--- config.mk ---
export PLATFORM = sky130hd
export DESIGN_NAME = decode_stage
export DESIGN_NICKNAME = d
export VERILOG_FILES = /design/src/hdl/decode_pkg.sv /design/src/hdl/alu_decode.sv /design/src/hdl/decode_stage.sv /design/src/hdl/flow_decode.sv /design/src/hdl/wb_decode.sv
export VERILOG_INCLUDE_DIRS = /design/src /design/src/include
export SDC_FILE = /design/constraint.sdc
export NUM_CORES = 1
export LEC_CHECK = 0
export ABC_AREA = 1
export BUFFER_PORTS_ARGS = -buffer_cell sky130_fd_sc_hd__buf_2
export CORE_ASPECT_RATIO = 0.7
export CORE_UTILIZATION = 50
export DETAILED_ROUTE_END_ITERATION = 12
export HOLD_SLACK_MARGIN = 0.05
export PLACE_DENSITY_LB_ADDON = 0.1
export RECOVER_POWER = 50
export SLEW_MARGIN = 10
export SYNTH_ARGS = -nofsm -noshare
export SYNTH_HDL_FRONTEND = slang
export SYNTH_HIERARCHICAL = 1
export SYNTH_SLANG_ARGS = --single-unit
--- constraint.sdc ---
create_clock -name clk -period 0.85 [get_ports clk]
set_clock_uncertainty 0.2 [all_clocks]
set_input_delay 0.085 -clock clk [delete_from_list [all_inputs] [get_ports clk]]
set_output_delay 0.085 -clock clk [all_outputs]
set_load 0.03 [all_outputs]
--- src/include/decode_config.svh ---
// ======================================================================
// decode stage configuration
// instruction width and the bit positions of the opcode and function
// fields used by the decode stage and its package
// ======================================================================

`ifndef DECODE_CONFIG_SVH
`define DECODE_CONFIG_SVH

// instruction word
`define DECODE_INSTR_W    16           // one 16-bit instruction

// opcode field, shared by every decoder
`define DECODE_OPCODE_HI  15           // top of opcode
`define DECODE_OPCODE_LO  11           // bottom of opcode
`define DECODE_OPCODE_W   5            // 32 opcodes

// function field, only meaningful for the two R-type groups
`define DECODE_FUNC_HI    1            // top of function bits
`define DECODE_FUNC_LO    0            // bottom of function bits
`define DECODE_FUNC_W     2            // four functions per group

`endif

--- src/hdl/decode_pkg.sv ---
// ======================================================================
// decode package
// instruction vector types, select encodings and the control word
// structs passed from the decoders to the pipeline register
// ======================================================================

`include "decode_config.svh"

package decode_pkg;

    // instruction vectors
    typedef logic [`DECODE_INSTR_W-1:0]  instr_t;    // full word
    typedef logic [`DECODE_OPCODE_W-1:0] opcode_t;   // bits 15:11
    typedef logic [`DECODE_FUNC_W-1:0]   func_t;     // bits 1:0

    // alu operation, numbering follows the alu result mux
    typedef enum logic [3:0] {
        alu_rol  = 4'd0,
        alu_sll  = 4'd1,
        alu_ror  = 4'd2,
        alu_srl  = 4'd3,
        alu_add  = 4'd4,
        alu_and  = 4'd5,
        alu_or   = 4'd6,
        alu_xor  = 4'd7,
        alu_sco  = 4'd8,     // set on carry out
        alu_slbi = 4'd9,     // shift and load byte
        alu_btr  = 4'd10,    // bit reverse
        alu_slt  = 4'd11,
        alu_lbi  = 4'd12,
        alu_sle  = 4'd13,
        alu_seq  = 4'd14,
        alu_sub  = 4'd15
    } alu_op_e;

    // alu b operand source
    typedef enum logic [2:0] {
        b_src_zero = 3'd0,   // constant 0
        b_src_reg  = 3'd1,   // second read port
        b_src_se8  = 3'd2,   // sign-extended imm8
        b_src_se5  = 3'd3,   // sign-extended imm5
        b_src_ze5  = 3'd4    // zero-extended imm5
    } b_src_e;

    // register file write data
    typedef enum logic [1:0] {
        wb_src_mem    = 2'd0,
        wb_src_alu    = 2'd1,
        wb_src_cond   = 2'd2,   // comparator flag
        wb_src_pc_inc = 2'd3    // link address
    } wb_src_e;

    // destination register field
    typedef enum logic [1:0] {
        dst_rd_hi  = 2'd0,   // instr[10:8]
        dst_rd_mid = 2'd1,   // instr[7:5]
        dst_rd_lo  = 2'd2,   // instr[4:2]
        dst_r7     = 2'd3    // link register
    } dst_sel_e;

    // branch condition on rs, same order as opcode bits 12:11
    typedef enum logic [1:0] {
        br_eqz = 2'd0,
        br_nez = 2'd1,
        br_ltz = 2'd2,
        br_gez = 2'd3
    } br_cond_e;

    typedef struct packed {
        alu_op_e op;
        b_src_e  b_src;
        logic    inv_a;
        logic    inv_b;
        logic    swap;      // exchange a and b before the adder
        logic    cin;
        logic    sign;      // signed compare and overflow
    } alu_ctrl_t;

    typedef struct packed {
        logic     mem_read;
        logic     mem_write;
        logic     reg_write;
        dst_sel_e dst_sel;
        wb_src_e  wb_src;
    } mem_wb_ctrl_t;

    typedef struct packed {
        logic     halt;
        logic     br;
        br_cond_e br_cond;
        logic     jump;
        logic     jal;
        logic     jump_from_reg;   // base is rs, else pc_inc
        logic     offset_se11;     // imm11 offset, else imm8
    } flow_ctrl_t;

    typedef struct packed {
        alu_ctrl_t    alu;
        mem_wb_ctrl_t mem_wb;
        flow_ctrl_t   flow;
    } ctrl_word_t;

endpackage

--- src/hdl/alu_decode.sv ---
// ======================================================================
// alu decoder
// maps the opcode, and the function bits of the two R-type groups,
// to the alu operation, b operand source, modifiers and carry-in
// ======================================================================

`timescale 1ns/1ns

module alu_decode (
    input  decode_pkg::opcode_t   opcode,
    input  decode_pkg::func_t     func,
    output decode_pkg::alu_ctrl_t alu
);

    always_comb begin
        alu = '0;                                        // rol, b zero, no modifiers
        case (opcode) inside
            5'b01000: begin                              // addi
                alu.op    = decode_pkg::alu_add;
                alu.b_src = decode_pkg::b_src_se5;
            end
            5'b01001: begin                              // subi, imm minus rs
                alu.op    = decode_pkg::alu_add;
                alu.b_src = decode_pkg::b_src_se5;
                alu.swap  = 1'b1;
                alu.inv_b = 1'b1;
                alu.cin   = 1'b1;                        // two's complement
            end
            5'b01010: begin                              // xori
                alu.op    = decode_pkg::alu_xor;
                alu.b_src = decode_pkg::b_src_ze5;
            end
            5'b01011: begin                              // andni
                alu.op    = decode_pkg::alu_and;
                alu.b_src = decode_pkg::b_src_ze5;
                alu.inv_b = 1'b1;
            end
            5'b101??: begin                              // roli slli rori srli
                alu.op    = decode_pkg::alu_op_e'({2'b00, opcode[1:0]});
                alu.b_src = decode_pkg::b_src_ze5;
            end
            5'b10000, 5'b10001, 5'b10011: begin          // st ld stu address add
                alu.op    = decode_pkg::alu_add;
                alu.b_src = decode_pkg::b_src_se5;
                alu.sign  = 1'b1;
            end
            5'b10010: begin                              // slbi
                alu.op    = decode_pkg::alu_slbi;
                alu.b_src = decode_pkg::b_src_se8;
            end
            5'b11000: begin                              // lbi
                alu.op    = decode_pkg::alu_lbi;
                alu.b_src = decode_pkg::b_src_se8;
            end
            5'b11001: alu.op = decode_pkg::alu_btr;      // b unused
            5'b11010: begin                              // shift r-type
                alu.b_src = decode_pkg::b_src_reg;
                case (func)
                    2'b00:   alu.op = decode_pkg::alu_sll;
                    2'b01:   alu.op = decode_pkg::alu_srl;
                    2'b10:   alu.op = decode_pkg::alu_rol;
                    default: alu.op = decode_pkg::alu_ror;
                endcase
            end
            5'b11011: begin                              // arithmetic r-type
                alu.b_src = decode_pkg::b_src_reg;
                case (func)
                    2'b00: alu.op = decode_pkg::alu_add;
                    2'b01: begin                         // sub, rt minus rs
                        alu.op    = decode_pkg::alu_sub;
                        alu.swap  = 1'b1;
                        alu.inv_b = 1'b1;
                        alu.cin   = 1'b1;
                    end
                    2'b10: alu.op = decode_pkg::alu_xor;
                    default: begin                       // andn
                        alu.op    = decode_pkg::alu_and;
                        alu.inv_b = 1'b1;
                    end
                endcase
            end
            5'b11100: begin                              // seq
                alu.op    = decode_pkg::alu_seq;
                alu.b_src = decode_pkg::b_src_reg;
                alu.sign  = 1'b1;
            end
            5'b11101: begin                              // slt, compare via subtract
                alu.op    = decode_pkg::alu_slt;
                alu.b_src = decode_pkg::b_src_reg;
                alu.sign  = 1'b1;
                alu.cin   = 1'b1;
            end
            5'b11110: begin                              // sle
                alu.op    = decode_pkg::alu_sle;
                alu.b_src = decode_pkg::b_src_reg;
                alu.cin   = 1'b1;
            end
            5'b11111: begin                              // sco
                alu.op    = decode_pkg::alu_sco;
                alu.b_src = decode_pkg::b_src_reg;
                alu.sign  = 1'b1;
            end
            default: ;                                   // halt nop jumps branches
        endcase
    end

    // a swapped operand pair is only ever used for subtraction
    swap_is_sub: assert final (!alu.swap || (alu.inv_b && alu.cin))
        else $error("alu_decode: swap without inv_b and cin, opcode %b", opcode);

endmodule

--- src/hdl/decode_stage.sv ---
// ======================================================================
// instruction decode stage
// splits the instruction fields, runs the alu, write-back and flow
// decoders and registers the merged control word with a valid strobe
// ======================================================================

`timescale 1ns/1ns

`include "decode_config.svh"

module decode_stage (
    input  logic                   clk,
    input  logic                   arst_n,
    input  logic                   instr_valid,
    input  decode_pkg::instr_t     instr,
    output logic                   ctrl_valid,
    output decode_pkg::ctrl_word_t ctrl
);

    decode_pkg::opcode_t      opcode;
    decode_pkg::func_t        func;
    decode_pkg::alu_ctrl_t    alu_ctrl;      // combinational decoder outputs
    decode_pkg::mem_wb_ctrl_t mem_wb_ctrl;
    decode_pkg::flow_ctrl_t   flow_ctrl;
    decode_pkg::ctrl_word_t   ctrl_d;        // merged word ahead of the register

    assign opcode = instr[`DECODE_OPCODE_HI:`DECODE_OPCODE_LO];
    assign func   = instr[`DECODE_FUNC_HI:`DECODE_FUNC_LO];   // only r-type reads it

    alu_decode u_alu_decode (
        .opcode (opcode),
        .func   (func),
        .alu    (alu_ctrl)
    );

    wb_decode u_wb_decode (
        .opcode (opcode),
        .mem_wb (mem_wb_ctrl)
    );

    flow_decode u_flow_decode (
        .opcode (opcode),
        .flow   (flow_ctrl)
    );

    assign ctrl_d = '{alu: alu_ctrl, mem_wb: mem_wb_ctrl, flow: flow_ctrl};

    always_ff @(posedge clk or negedge arst_n) begin
        if (!arst_n) begin
            ctrl_valid <= 1'b0;
            ctrl       <= '0;                // decodes as a nop
        end else begin
            ctrl_valid <= instr_valid;       // one cycle latency
            if (instr_valid) begin
                ctrl <= ctrl_d;              // hold last word across gaps
            end
        end
    end

    // every accepted word produces exactly one valid control word next cycle
    valid_follows: assert property (@(posedge clk) disable iff (!arst_n)
        1'b1 |=> (ctrl_valid == $past(instr_valid)))
        else $error("decode_stage: ctrl_valid does not follow instr_valid");

endmodule

--- src/hdl/flow_decode.sv ---
// ======================================================================
// flow control decoder
// halt, the conditional branches and the jump family with its base
// and offset selects
// ======================================================================

`timescale 1ns/1ns

module flow_decode (
    input  decode_pkg::opcode_t    opcode,
    output decode_pkg::flow_ctrl_t flow
);

    always_comb begin
        flow = '0;                                            // fall through
        case (opcode) inside
            5'b00000: flow.halt = 1'b1;
            5'b011??: begin                                   // beqz bnez bltz bgez
                flow.br      = 1'b1;
                flow.br_cond = decode_pkg::br_cond_e'(opcode[1:0]);
            end
            5'b001??: begin                                   // j jr jal jalr
                flow.jump          = 1'b1;
                flow.jal           = opcode[1];               // link variants
                flow.jump_from_reg = opcode[0];               // jr jalr use rs
                flow.offset_se11   = ~opcode[0];              // j jal use imm11
            end
            default: ;
        endcase
    end

    // a branch and a jump can never compete for the next pc
    br_xor_jump: assert final (!(flow.br && flow.jump))
        else $error("flow_decode: br and jump both set, opcode %b", opcode);

    jal_is_jump: assert final (!flow.jal || flow.jump)
        else $error("flow_decode: jal without jump, opcode %b", opcode);

endmodule

--- src/hdl/wb_decode.sv ---
// ======================================================================
// memory and write-back decoder
// marks the load and store opcodes and picks the register write
// enable, destination field and write-back source
// ======================================================================

`timescale 1ns/1ns

module wb_decode (
    input  decode_pkg::opcode_t      opcode,
    output decode_pkg::mem_wb_ctrl_t mem_wb
);

    always_comb begin
        mem_wb = '0;                                         // no access, no write
        case (opcode) inside
            5'b010??, 5'b101??: begin                        // imm alu and shift imm
                mem_wb.reg_write = 1'b1;
                mem_wb.dst_sel   = decode_pkg::dst_rd_mid;
                mem_wb.wb_src    = decode_pkg::wb_src_alu;
            end
            5'b10000: begin                                  // st
                mem_wb.mem_read  = 1'b1;
                mem_wb.mem_write = 1'b1;
            end
            5'b10001: begin                                  // ld
                mem_wb.mem_read  = 1'b1;
                mem_wb.reg_write = 1'b1;
                mem_wb.dst_sel   = decode_pkg::dst_rd_mid;
                mem_wb.wb_src    = decode_pkg::wb_src_mem;
            end
            5'b10011: begin                                  // stu, base update to rs
                mem_wb.mem_read  = 1'b1;
                mem_wb.mem_write = 1'b1;
                mem_wb.reg_write = 1'b1;
                mem_wb.dst_sel   = decode_pkg::dst_rd_hi;
                mem_wb.wb_src    = decode_pkg::wb_src_alu;
            end
            5'b10010, 5'b11000: begin                        // slbi lbi
                mem_wb.reg_write = 1'b1;
                mem_wb.dst_sel   = decode_pkg::dst_rd_hi;
                mem_wb.wb_src    = decode_pkg::wb_src_alu;
            end
            5'b11001, 5'b11010, 5'b11011, 5'b111??: begin    // btr r-type compares
                mem_wb.reg_write = 1'b1;
                mem_wb.dst_sel   = decode_pkg::dst_rd_lo;
                mem_wb.wb_src    = decode_pkg::wb_src_alu;
            end
            5'b00110, 5'b00111: begin                        // jal jalr link
                mem_wb.reg_write = 1'b1;
                mem_wb.dst_sel   = decode_pkg::dst_r7;
                mem_wb.wb_src    = decode_pkg::wb_src_pc_inc;
            end
            default: ;                                       // halt nop branches j jr
        endcase
    end

    // the memory port reads on every store cycle
    write_needs_read: assert final (!mem_wb.mem_write || mem_wb.mem_read)
        else $error("wb_decode: mem_write without mem_read, opcode %b", opcode);

endmodule

# == Yosys cells after proc, flatten, opt, wreduce, memory -nomap -nowiden ==
# Index checks and enable logic that the tools add are counted.
# totals
in_bits,19
reg_bits,27
word_cells,158
out_inout_bits,28
# op_classes
mux,105
reduce_logical,8
n_eq_ne,25
n_bitwise,1
# op_table
operator,count
two-way mux 4 bit,18
two-way mux 1 bit,63
== test 5 bit (second input constant),12
two-way mux 3 bit,14
two-way mux 5 bit,7
== test 5 x 4 -> 1 bit (second input constant),4
case mux 4 bit (3 select lines),1
== test 5 x 3 -> 1 bit (second input constant),2
OR reduction 2 bit,4
== test 3 x 2 -> 1 bit (second input constant),2
== test 3 bit (second input constant),2
case mux 2 bit (3 select lines),1
zero test 5 bit,1
OR reduction 4 bit,1
== test 3 x 1 -> 1 bit (second input constant),1
OR reduction 3 bit,1
== test 2 x 1 -> 1 bit (second input constant),1
== test 2 bit (second input constant),1
zero test 2 bit,1
two-way mux 2 bit,1
inverter 1 bit,1

# == Depth between registers and ports, before layout ==
# Gate-level depths: netlist of the first run.
# depth
depth_word,16
depth_mapped,11
depth_no_buf,11

# == Cells and area by module ==
# The synthesis of the first run kept the hierarchy.
# modules_own_cells
mod,cells_each,n_inst,area_each_um2,seq_area_each_um2
decode_stage,115,1,1084.8,700.7
alu_decode,82,1,445.4,0.0
wb_decode,28,1,140.1,0.0
flow_decode,17,1,70.1,0.0

# == Worst setup path after synthesis of the first run ==
# No wires, ideal clock.
# synth_timing
path_type,input -> register
start,in instr[15]
end,reg ctrl[23] (netlist bit)
path_stages,10
n_path_buf,1
arrival_time_ns,0.777
path_slack_ns,-0.244
setup_time_ns,0.118
required_time_ns,0.532
cell_sequence,buf_6 > inv_1 > nor2_2 > nand2_2 > inv_2 > o21ai_2 > nand2_1 > nand3_2 > nand2_1 > nand2_1
# synth_lines
item,line,text
"start, declared",decode_stage.sv:15,"input decode_pkg::instr_t instr,"
"end signal, assigned",decode_stage.sv:55,ctrl <= ctrl_d;
"end, declared",decode_stage.sv:17,output decode_pkg::ctrl_word_t ctrl

# == Worst setup path in the final report of the first run ==
# layout_timing
start,reg ctrl[4] (netlist bit)
end,out ctrl[4] (netlist bit)
# No word-level cell between the ends.

==> results.md, run 1 <==
- Status: finished, violations left
- Failing checks: negative setup slack
- Post-synthesis sequential area ratio: 0.4026
- RSZ-0062 raised after global routing: yes
- Number of synthesized flops with an enable pin: 0
- Core ar.: 3233 sq um
- Fin crit share: 1.364
- WS Path Type: register to primary output
- GRT overflow: 0
- CP Launch Type: register
- Final slew viol count: 0
- Slowest CP cell: dfrtp_2
- Number of antenna diodes: 0
- Wire per inst: 20.80 um
- Pre-Repair DR Iteration Count: 5
- Mean Syn Cell Area: 7.192 sq um
- CP top delay family: flip-flops
- Post-detailed-placement half-perimeter wirelength: 3044 um
- Area Overhead vs Synth: 70.09%
- First-pass GRT wire length: a little under 9000 um
- Final hold viol count: 0
- Die Area: 3724 sq um
- # DRC: 0
- MaxCap Viol Count: 0
- Cts bufs inserted: 3
- Max Freq: 862.6 MHz
- Vias in the first global route: 1883
- # clock sinks: 28
- Synth Net Count: 265
- Ys async rst share: 1.000
- Crit-path cells: buf_6
- Htree depth: 1
- Vias/cell: 6.068
- Initial DRC count: 293
- Placed inst area: roughly 2200 sq um
- Largest cells by area after synthesis: dfrtp_1 (40%), nand2_1 (22%), nand2_2 (4.7%)
- Tmin final: ~1.2 ns
- GP Congestion: 0.8830
- Finished Layout Cells: between 300 and 400
- Skew-Pair Late Insertion Delay: 0.28 ns
- Overall routing resource usage: 0.3181
- FF-to-FF setup slack: -0.25 ns
- Layout net count: 343
- CTS clk-pin slew, worst paths: approximately 0.10 ns
- Power density cells: 1352 nW/um^2
- Worst EP arrival: 0.87 ns
- Worst EP required: 0.56 ns
- Final Power: 4.002 mW
- Final Core Density: 0.9156
- Layout cells sized above 1: 0.5799
- Critical path endpoint category: primary output
- Clock tree root buffer cell: clkbuf_8
- Cells after synthesis: 242
- Mapped Area: 1740 sq um
- Most frequent cells after synthesis: nand2_1 (103), dfrtp_1 (28), nor2_1 (19)
- Die H: ~51 um
- Initial Util: 0.5383
- CP peak stage delay: 0.45 ns
- CTS tree: built
- Via count: 2221
- WP buf/inv: 1
- Final wirelength: 7614 um
- Post-layout instance area: 2960 sq um
- Die width: between 70 and 80 um
- Number of antenna violations at the first check in global routing: 0
- Largest net degree at the start of global routing: 29
- Hold buffers post-CTS: 1
- ANT nets after route: 0
- Core Rows: 17
- Hold WC Path Type: input pin to register
- Fill count: around 130
- Top-area cell type share of the netlist area: 0.4026
- Crit-path max FO: 2
- VDD IR max: 0.001009 V
- Clock Path Buffers: 2
- Top-count cell post-synth: nand2_1
- Netlist cell types: 27
- Top FF cell, synth: dfrtp_1
- Setup TNS: -10.93 ns
- Ports: 47
- Yosys warns: 6
- Setup ws final: -0.3092 ns
- Leak Pwr: 1.554 nW
- Setup violations, final: 53
- Port Buffers: 37
- Inst Count DP: 343
- Synth Register Bits: 28
- Leading area contributor after synthesis: dfrtp_1
[area by class of cell]
cell class	instances	area, sq um	share of cell area
multi-input cells	180	1102	0.3724
repair buffers	80	862.1	0.2912
flip-flops and latches	28	726.9	0.2456
inverters	27	138.9	0.04691
well taps	47	58.81	0.01986
clock buffers	3	41.29	0.01395
clock inverters	1	30.03	0.01014
[worst reg2reg max path, cell delays in order, from the launching register on]
cell and delay, ns:
dfrtp_1 0.42, buf_4 0.15, buf_6 0.11, nand2_4 0.06
nand2_2 0.06
[cells in the final DEF, fill, tap and decap left out, types with 4 or more instances in the layout]
cell type | synthesis | routed
buf_4 | 2 | 22
inv_2 | 6 | 7
nor2_4 | 3 | 7
dfrtp_2 | 0 | 21
nand2_4 | 0 | 9
o21ai_2 | 1 | 4
inv_4 | 0 | 5
nand2_2 | 13 | 28
nand2_1 | 103 | 78
buf_12 | 0 | 6
nor2_1 | 19 | 12
nand3_1 | 13 | 7
nand3_2 | 2 | 7
inv_1 | 18 | 11
dfrtp_1 | 28 | 7
buf_6 | 4 | 47
nor2_2 | 2 | 5
[where the power goes]
group | total [mW] | internal [mW] | switching, mW
combinational | 1.40 | 0.599 | 0.806
sequential | 1.53 | 1.44 | 0.0894
clock | 1.07 | 0.631 | 0.440
total | 4.00 | 2.67 | 1.33
[layer usage]
layer	global-route usage	routed length, um	vias up
li1	-	-	908
met1	0.3789	2711	1027
met2	0.5623	3545	212
met3	0.05720	742	74
met4	0.1438	614	0
met5	0	0	-
[cells by family (layout without fill, tap and decap cells)]
logic type               count (synthesis)  after routing  synth area share
AO/OA/AOI/OAI                           13             13           0.04458
other                                    1              1          0.002155
adder cells (fa/ha/maj)                  4              4           0.02876
flip-flops                              28             28            0.4026
buffers and inverters                   34            111            0.1057
AND/OR/NAND/NOR                        162            162            0.4163
[registers in the layout, indices dropped and copies added (netlist names)]
name and count:
ctrl 27, ctrl_valid 1
[through the flow]
step,hold slack [ns],setup WS [ns]
final,0.04369,-0.3092
after global routing,0.05175,-0.3427
after CTS,-0.06087,-0.2934
after global placement,-0.1574,-0.4540
after floorplan,-0.4106,-0.1764
after detailed placement,-0.1491,-0.4909
[timing repair]
action / in CTS / in global routing
endpoints found under the setup margin: 47 / 53
gates cloned: 0 / 0
buffers inserted: 13 / 10
pin swaps: 20 / 25
resized for setup: 123 / 51
hold endpoints to repair: 36 / 2
[final timing paths]
check | cells after the start | startpoint | end
min in group asynchronous | 3 | arst_n | ctrl[25]
setup reg to reg | 4 | ctrl[20] | ctrl[20]
max in group asynchronous | 3 | arst_n | ctrl[4]
hold / removal | 5 | instr[13] | ctrl[24]
setup / recovery | 1 | ctrl[4] | ctrl[4]
hold reg to reg | 2 | ctrl[3] | ctrl[3]
Power figures use the tool's default switching activity.
==> inputs of run 2 (changes only) <==
==> constraint.sdc (replaced) <==
create_clock -name clk -period 0.85 [get_ports clk]
set_clock_uncertainty 0.2 [all_clocks]
set_input_delay 0.0425 -clock clk [delete_from_list [all_inputs] [get_ports clk]]
set_output_delay 0.0425 -clock clk [all_outputs]
set_load 0.03 [all_outputs]
==> run 2 against run 1 <==
Effect of this change: non-clock buffer count grew 6; count of clock-buffer cells in the layout rose by 1; register-to-register slack is essentially flat; the flow finishes with violations (negative hold slack, negative setup slack); largest cell class unchanged; cell count grew 1.6%.
==> results.md, run 2 (synthesis results as in run 1) <==
- CTS clk-pin slew, worst paths: 0.10 ns
- Largest regs: ctrl (27), ctrl_valid (1)
- Wire per inst: 15.58 um
- Levels on crit path: 1
- Leak Pwr: 1.510 nW
- Vias/cell: 5.188
- Die width: 72.52 um
- Worst slew pin tran: 0.5712 ns
- FF+latch area: 728.2 sq um
- Slew HR: 0.6192
- Initial DRC count: 152
- Pre-Repair DR Iteration Count: 4
- WP buf/inv: 1
- Slowest CP cell: dfrtp_1
- Post-detailed-placement half-perimeter wirelength: 3026 um
- Power density cells: 1293 nW/um^2
- Via count: 1930
- Layout net count: around 350
- Port Buffers: 37
- Final wirelength: 5797 um
- First-pass GRT wire length: 7610 um
- Multi-input logic area: roughly 1000 sq um
- Worst EP arrival: 0.87 ns
- WS Path Type: register to primary output
- # DRC: 0
- Critical path endpoint category: primary output
- GRT overflow: 0
- Setup TNS: -8.723 ns
- Final hold viol count: 2
- Overall routing resource usage: 0.2696
- Reg2Reg Depth: 4
- Max Freq: 900.9 MHz
- CP top delay family: flip-flops
- Htree depth: 1
- GP Congestion: 0.9454
- Crit-path max FO: 2
- ANT nets after route: 0
- Final Core Density: 0.8719
- Ports: 47
- CP peak stage delay: between 0.4 and 0.5 ns
- Area Overhead vs Synth: 61.97%
- Clock tree root buffer cell: clkbuf_8
- Status: finished, violations left
- Post-layout instance area: 2819 sq um
- Max reg flops: 27
- Largest net degree at the start of global routing: 29
- # clock sinks: 28
- Skew-Pair Late Insertion Delay: 0.27 ns
- Hold slack: -0.05813 ns
- Placed inst area: 2205 sq um
- CP Launch Type: register
- Worst EP required: 0.61 ns
- Commonest non-fill, non-tap cells in the layout: nand2_1 (87), buf_6 (49), buf_4 (32), nand2_2 (24), dfrtp_2 (22)
- Core Rows: 17
- Cts bufs inserted: 3
- Core ar.: between 3000 and 4000 sq um
- Fin crit share: 1.306
- Worst hold stages: 1
- Die Area: 3724 sq um
- Clock Path Buffers: 2
- Layout cells sized above 1: 0.5292
- Failing checks: negative hold slack, negative setup slack
- Hold buffers post-CTS: 1
- Setup violations, final: 53
- Die H: approximately 51 um
- Number of antenna violations at the first check in global routing: 0
- Setup ws final: -0.2601 ns
- VDD IR max: ~0.0012 V
- Final Power: 3.645 mW
- Final slew viol count: 0
- Hold WC Path Type: input pin to register
- Tmin final: 1.110 ns
- Biggest register: ctrl
- Initial Util: 0.5383
- CTS tree: built
- Vias in the first global route: between 1500 and 2000
- Number of antenna diodes: 0
- Fill count: 169
- MaxCap Viol Count: 0
- RSZ-0062 raised after global routing: yes
- Commonest non-fill, non-tap cell in the layout: nand2_1
- Crit-path cells: buf_6
## run 2: cell count changes in the layout (fill, tap and decap cells not counted), sizes merged
cell    previous run  this run
buf               77        83
clkbuf             5         6
bufinv             1         0
## run 2: metrics by stage
step / worst slack [ns] / instances
floorplan: -0.1339 / 242
global placement: -0.4744 / 349
detailed placement: -0.4227 / 349
CTS: -0.2391 / 364
global route: -0.3042 / 372
finish: -0.2601 / 372
## run 2: per-layer routing
| layer | GRT usage | up-vias | part of all wire |
|---|---|---|---|
| met3 | 0.04734 | 17 | 0.066 |
| met2 | 0.4798 | 98 | 0.51 |
| met5 | 0 | - | 0 |
| met4 | 0.06536 | 0 | 0.027 |
| met1 | 0.3403 | 908 | 0.40 |
| li1 | - | 907 | - |
## run 2: worst paths after layout
path | from | end | slack [ns]
min reg2reg | ctrl[8] | ctrl[8] | 0.30
max | ctrl[20] | ctrl[20] | -0.26
max in group asynchronous | arst_n | ctrl[2] | 0.11
min in group asynchronous | arst_n | ctrl[18] | 0.10
max reg2reg | ctrl[23] | ctrl[23] | -0.24
min | instr_valid | ctrl_valid | -0.06
## run 2: where the power goes
| part | total (mW) | leakage, nW | switching [mW] | internal, mW |
|---|---|---|---|---|
| clock | 0.844 | 0.0288 | 0.429 | 0.416 |
| sequential | 1.52 | 0.337 | 0.0874 | 1.44 |
| combinational | 1.28 | 1.14 | 0.701 | 0.575 |
| total | 3.64 | 1.51 | 1.22 | 2.43 |
## run 2: worst register-to-register path: stages, from the launching register on
cell and delay, ns:
dfrtp_1 0.43, buf_4 0.15, buf_6 0.10, nand2_2 0.05
nand2_1 0.05
## run 2: timing repair
item / CTS / global route
setup endpoints to repair: 47 / 51
setup buffers: 10 / 11
gates resized for setup: 101 / 31
pin swaps: 14 / 14
endpoints found under the hold margin: 45 / 8
## run 2: layout make-up
| class | count | area share |
|---|---|---|
| Sequential cell | 28 | 0.2583 |
| Timing Repair Buffer | 86 | 0.3014 |
| Tap cell | 47 | 0.02086 |
| Multi-Input combinational cell | 180 | 0.3555 |
| Clock buffer | 4 | 0.01953 |
| Inverter | 27 | 0.04439 |
==> inputs of run 3 (changes only) <==
ABC_AREA = not set   (was 1)
==> run 3 against run 2 <==
Effect of this change: the flow still finishes with violations (negative hold slack, negative setup slack); sequential share of layout area decreased by 0.054 points; fmax decreased by 5.0%; synthesized area increased by 1.0%; setup slack got worse by 0.059 ns; combinational power increased by 4%; first-iteration DRC count decreased by 54%; critical path type unchanged.
==> results.md, run 3 <==
- First-pass GRT wire length: about 7000 um
- WS Path Type: register to primary output
- Crit-path max FO: 2
- Die H: 51.61 um
- Core Rows: 17
- Worst hold start: instr_valid
- Core ar.: 3254 sq um
- # clock sinks: 28
- Cells after synthesis: 158
- Synth Register Bits: 28
- Initial Util: 0.5402
- Via count: 1522
- Port Buffers: 37
- Mapped Area: 1758 sq um
- Met3 routed WL: 299 um
- Top-area cell type share of the netlist area: 0.3986
- Power density cells: 1306 nW/um^2
- Finished Layout Cells: 274
- Hold slack: -0.1331 ns
- Number of antenna diodes: 0
- Die width: 72.87 um
- ANT nets after route: 0
- Area Overhead vs Synth: 60.14%
- Slew HR: 0.5934
- Commonest non-fill, non-tap cells in the layout: buf_6 (40), buf_4 (24), mux2_4 (23), dfrtp_2 (20), nand2_1 (11)
- Number of antenna violations at the first check in global routing: 0
- Post-detailed-placement half-perimeter wirelength: 2924 um
- Logic pwr share: 0.361
- Top routing layer in use: met4
- Setup ws final: -0.3188 ns
- MaxCap Viol Count: 0
- Leak Pwr: 1.307 nW
- Critical path endpoint category: primary output
- Biggest register: ctrl
- Part of the power in registers: 0.415
- Clock power share: 0.223
- CP Launch Type: register
- Hold EP: ctrl[1]
- Largest net degree at the start of global routing: 29
- Most frequent cells after synthesis: dfrtp_1 (28), mux2_4 (20), nand2_1 (11)
- Commonest non-fill, non-tap cell in the layout: buf_6
- Final slew viol count: 0
- Setup violations, final: 55
- Vias/cell: 5.555
- Final hold viol count: 1
- Skew-Pair Late Insertion Delay: between 0.2 and 0.3 ns
- Slowest CP cell: dfrtp_1
- CP most frequent cell: buf_6
- Metal-1 WL: 2041 um
- Status: finished, violations left
- Max Freq: 855.6 MHz
- VDD IR max: between 0.001 and 0.0015 V
- Worst hold stages: 2
- Wire per inst: 17.17 um
- Ports: between 40 and 50
- Die Area: 3761 sq um
- Layout cells sized above 1: 0.7004
- GRT overflow: 0
- Hold buffers post-CTS: 1
- Pre-Repair DR Iteration Count: 4
- FF-to-FF setup slack: -0.16 ns
- RSZ-0062 raised after global routing: yes
- Crit-path cells: buf_6, buf_6
- Pint: 2.557 mW
- Vias in the first global route: 1361
- Leading area contributor after synthesis: dfrtp_1
- Overall routing resource usage: 0.2457
- Worst slew pin tran: 0.6099 ns
- Initial DRC count: 70
- Failing checks: negative hold slack, negative setup slack
- Cts bufs inserted: 3
- Ys async rst share: 1.000
- Final wirelength: 4704 um
- Netlist cell types: 43
- Clock Path Buffers: 2
- Hold WC Path Type: input pin to register
- Clock tree root buffer cell: clkbuf_8
- Top-count cell post-synth: dfrtp_1
- Layout net count: 251
- GP Congestion: 0.8069
- Largest cells by area after synthesis: dfrtp_1 (40%), mux2_4 (17%), mux2_2 (4.5%)
- Final Core Density: 0.8651
- Tmin final: 1.169 ns
- Mean Syn Cell Area: 11.13 sq um
- Routed length on met2: 2303 um
- Switching share of power: 0.3044
- Switch Pwr: 1.119 mW
- Number of synthesized flops with an enable pin: 0
- Reg2Reg Depth: 1
- CP peak stage delay: 0.41 ns
- Yosys warns: 6
- Worst EP required: slightly above 0.6 ns
- # DRC: 0
- CTS clk-pin slew, worst paths: 0.09 ns
- Worst r2r dst: ctrl[1]
- Max reg flops: 27
- Largest regs: ctrl (27), ctrl_valid (1)
- CTS tree: built
- Post-synthesis sequential area ratio: 0.3986
- Fin crit share: 1.375
- Htree depth: 1
- Worst EP arrival: 0.93 ns
- Top FF cell, synth: dfrtp_1
- Reg2reg start: ctrl[1]
- Inst Count DP: 256
- Synth Net Count: 181
[run 3: cell count changes in the layout (fill, tap and decap cells not counted), sizes merged, moves of 14 or more]
cell,before,now
nand2,116,11
mux2,0,27
inv,25,4
nand3,16,1
nor2,24,10
[run 3: worst max path at each step]
stage	startpoint	cells after the start	slack, ns	endpoint
CTS	ctrl[24]	2	-0.33	ctrl[24]
finish	ctrl[24]	2	-0.32	ctrl[24]
global placement	instr[1]	7	-0.59	ctrl[24]
detailed placement	instr[1]	8	-0.62	ctrl[23]
floorplan	instr[13]	5	-0.36	ctrl[20]
global route	instr[1]	8	-0.36	ctrl[23]
[run 3: layer usage]
| layer | GRT usage | up-vias |
|---|---|---|
| met1 | 0.3358 | 745 |
| met5 | 0 | - |
| met4 | 0.04902 | 0 |
| met3 | 0.05426 | 8 |
| met2 | 0.4034 | 73 |
| li1 | - | 696 |
[run 3: through the flow]
stage	TNS, ns	cell area, sq um	setup WS (ns)	hold slack, ns	power (mW)
floorplan	-6.093	1893	-0.3576	-0.4531	2.192
global placement	-11.89	2231	-0.5935	-0.2014	2.492
detailed placement	-12.55	2231	-0.6212	-0.1984	2.521
CTS	-10.71	2729	-0.3251	-0.1064	3.634
global route	-13.59	2815	-0.3560	-0.1411	3.832
finish	-12.03	2815	-0.3188	-0.1331	3.677
[run 3: logic make-up (layout without fill, tap and decap cells)]
family / Yosys count / count (layout) / share of synthesized area
compound gates: 32 / 32 / 0.1224
buf+inv: 15 / 84 / 0.06761
flops: 28 / 28 / 0.3986
simple gates: 51 / 51 / 0.1651
mux: 27 / 27 / 0.2157
other cells: 1 / 1 / 0.002133
fa+ha+maj: 4 / 4 / 0.02847
[run 3: worst max-delay path, delay by kind of cell (launching register included)]
family / cells / cell delay (ns)
DFF: 1 / 0.41
buffers and inverters: 2 / 0.24
[run 3: final cells by class]
type                    count  area, sq um
multi-input cells         115         1115
inverters                   4        35.03
flip-flops and latches     28        725.7
clock buffers               4        55.05
fillers                   152        439.2
repair buffers             76        825.8
well taps                  47        58.81
[run 3: repair_timing]
item / CTS / global route
hold endpoints to repair: 31 / 14
pin swaps: 13 / 13
resized for setup: 96 / 22
cloned: 2 / 0
setup buffers: 6 / 5
setup endpoints to repair: 55 / 55
[run 3: power groups by stage]
stage	registers (mW)	clock network [mW]	logic, mW
after detailed placement	1.52	0	0.997
final	1.53	0.821	1.33
after floorplan	1.73	0	0.460
after CTS	1.53	0.841	1.27
after global placement	1.52	0	0.975
after global routing	1.54	0.896	1.40
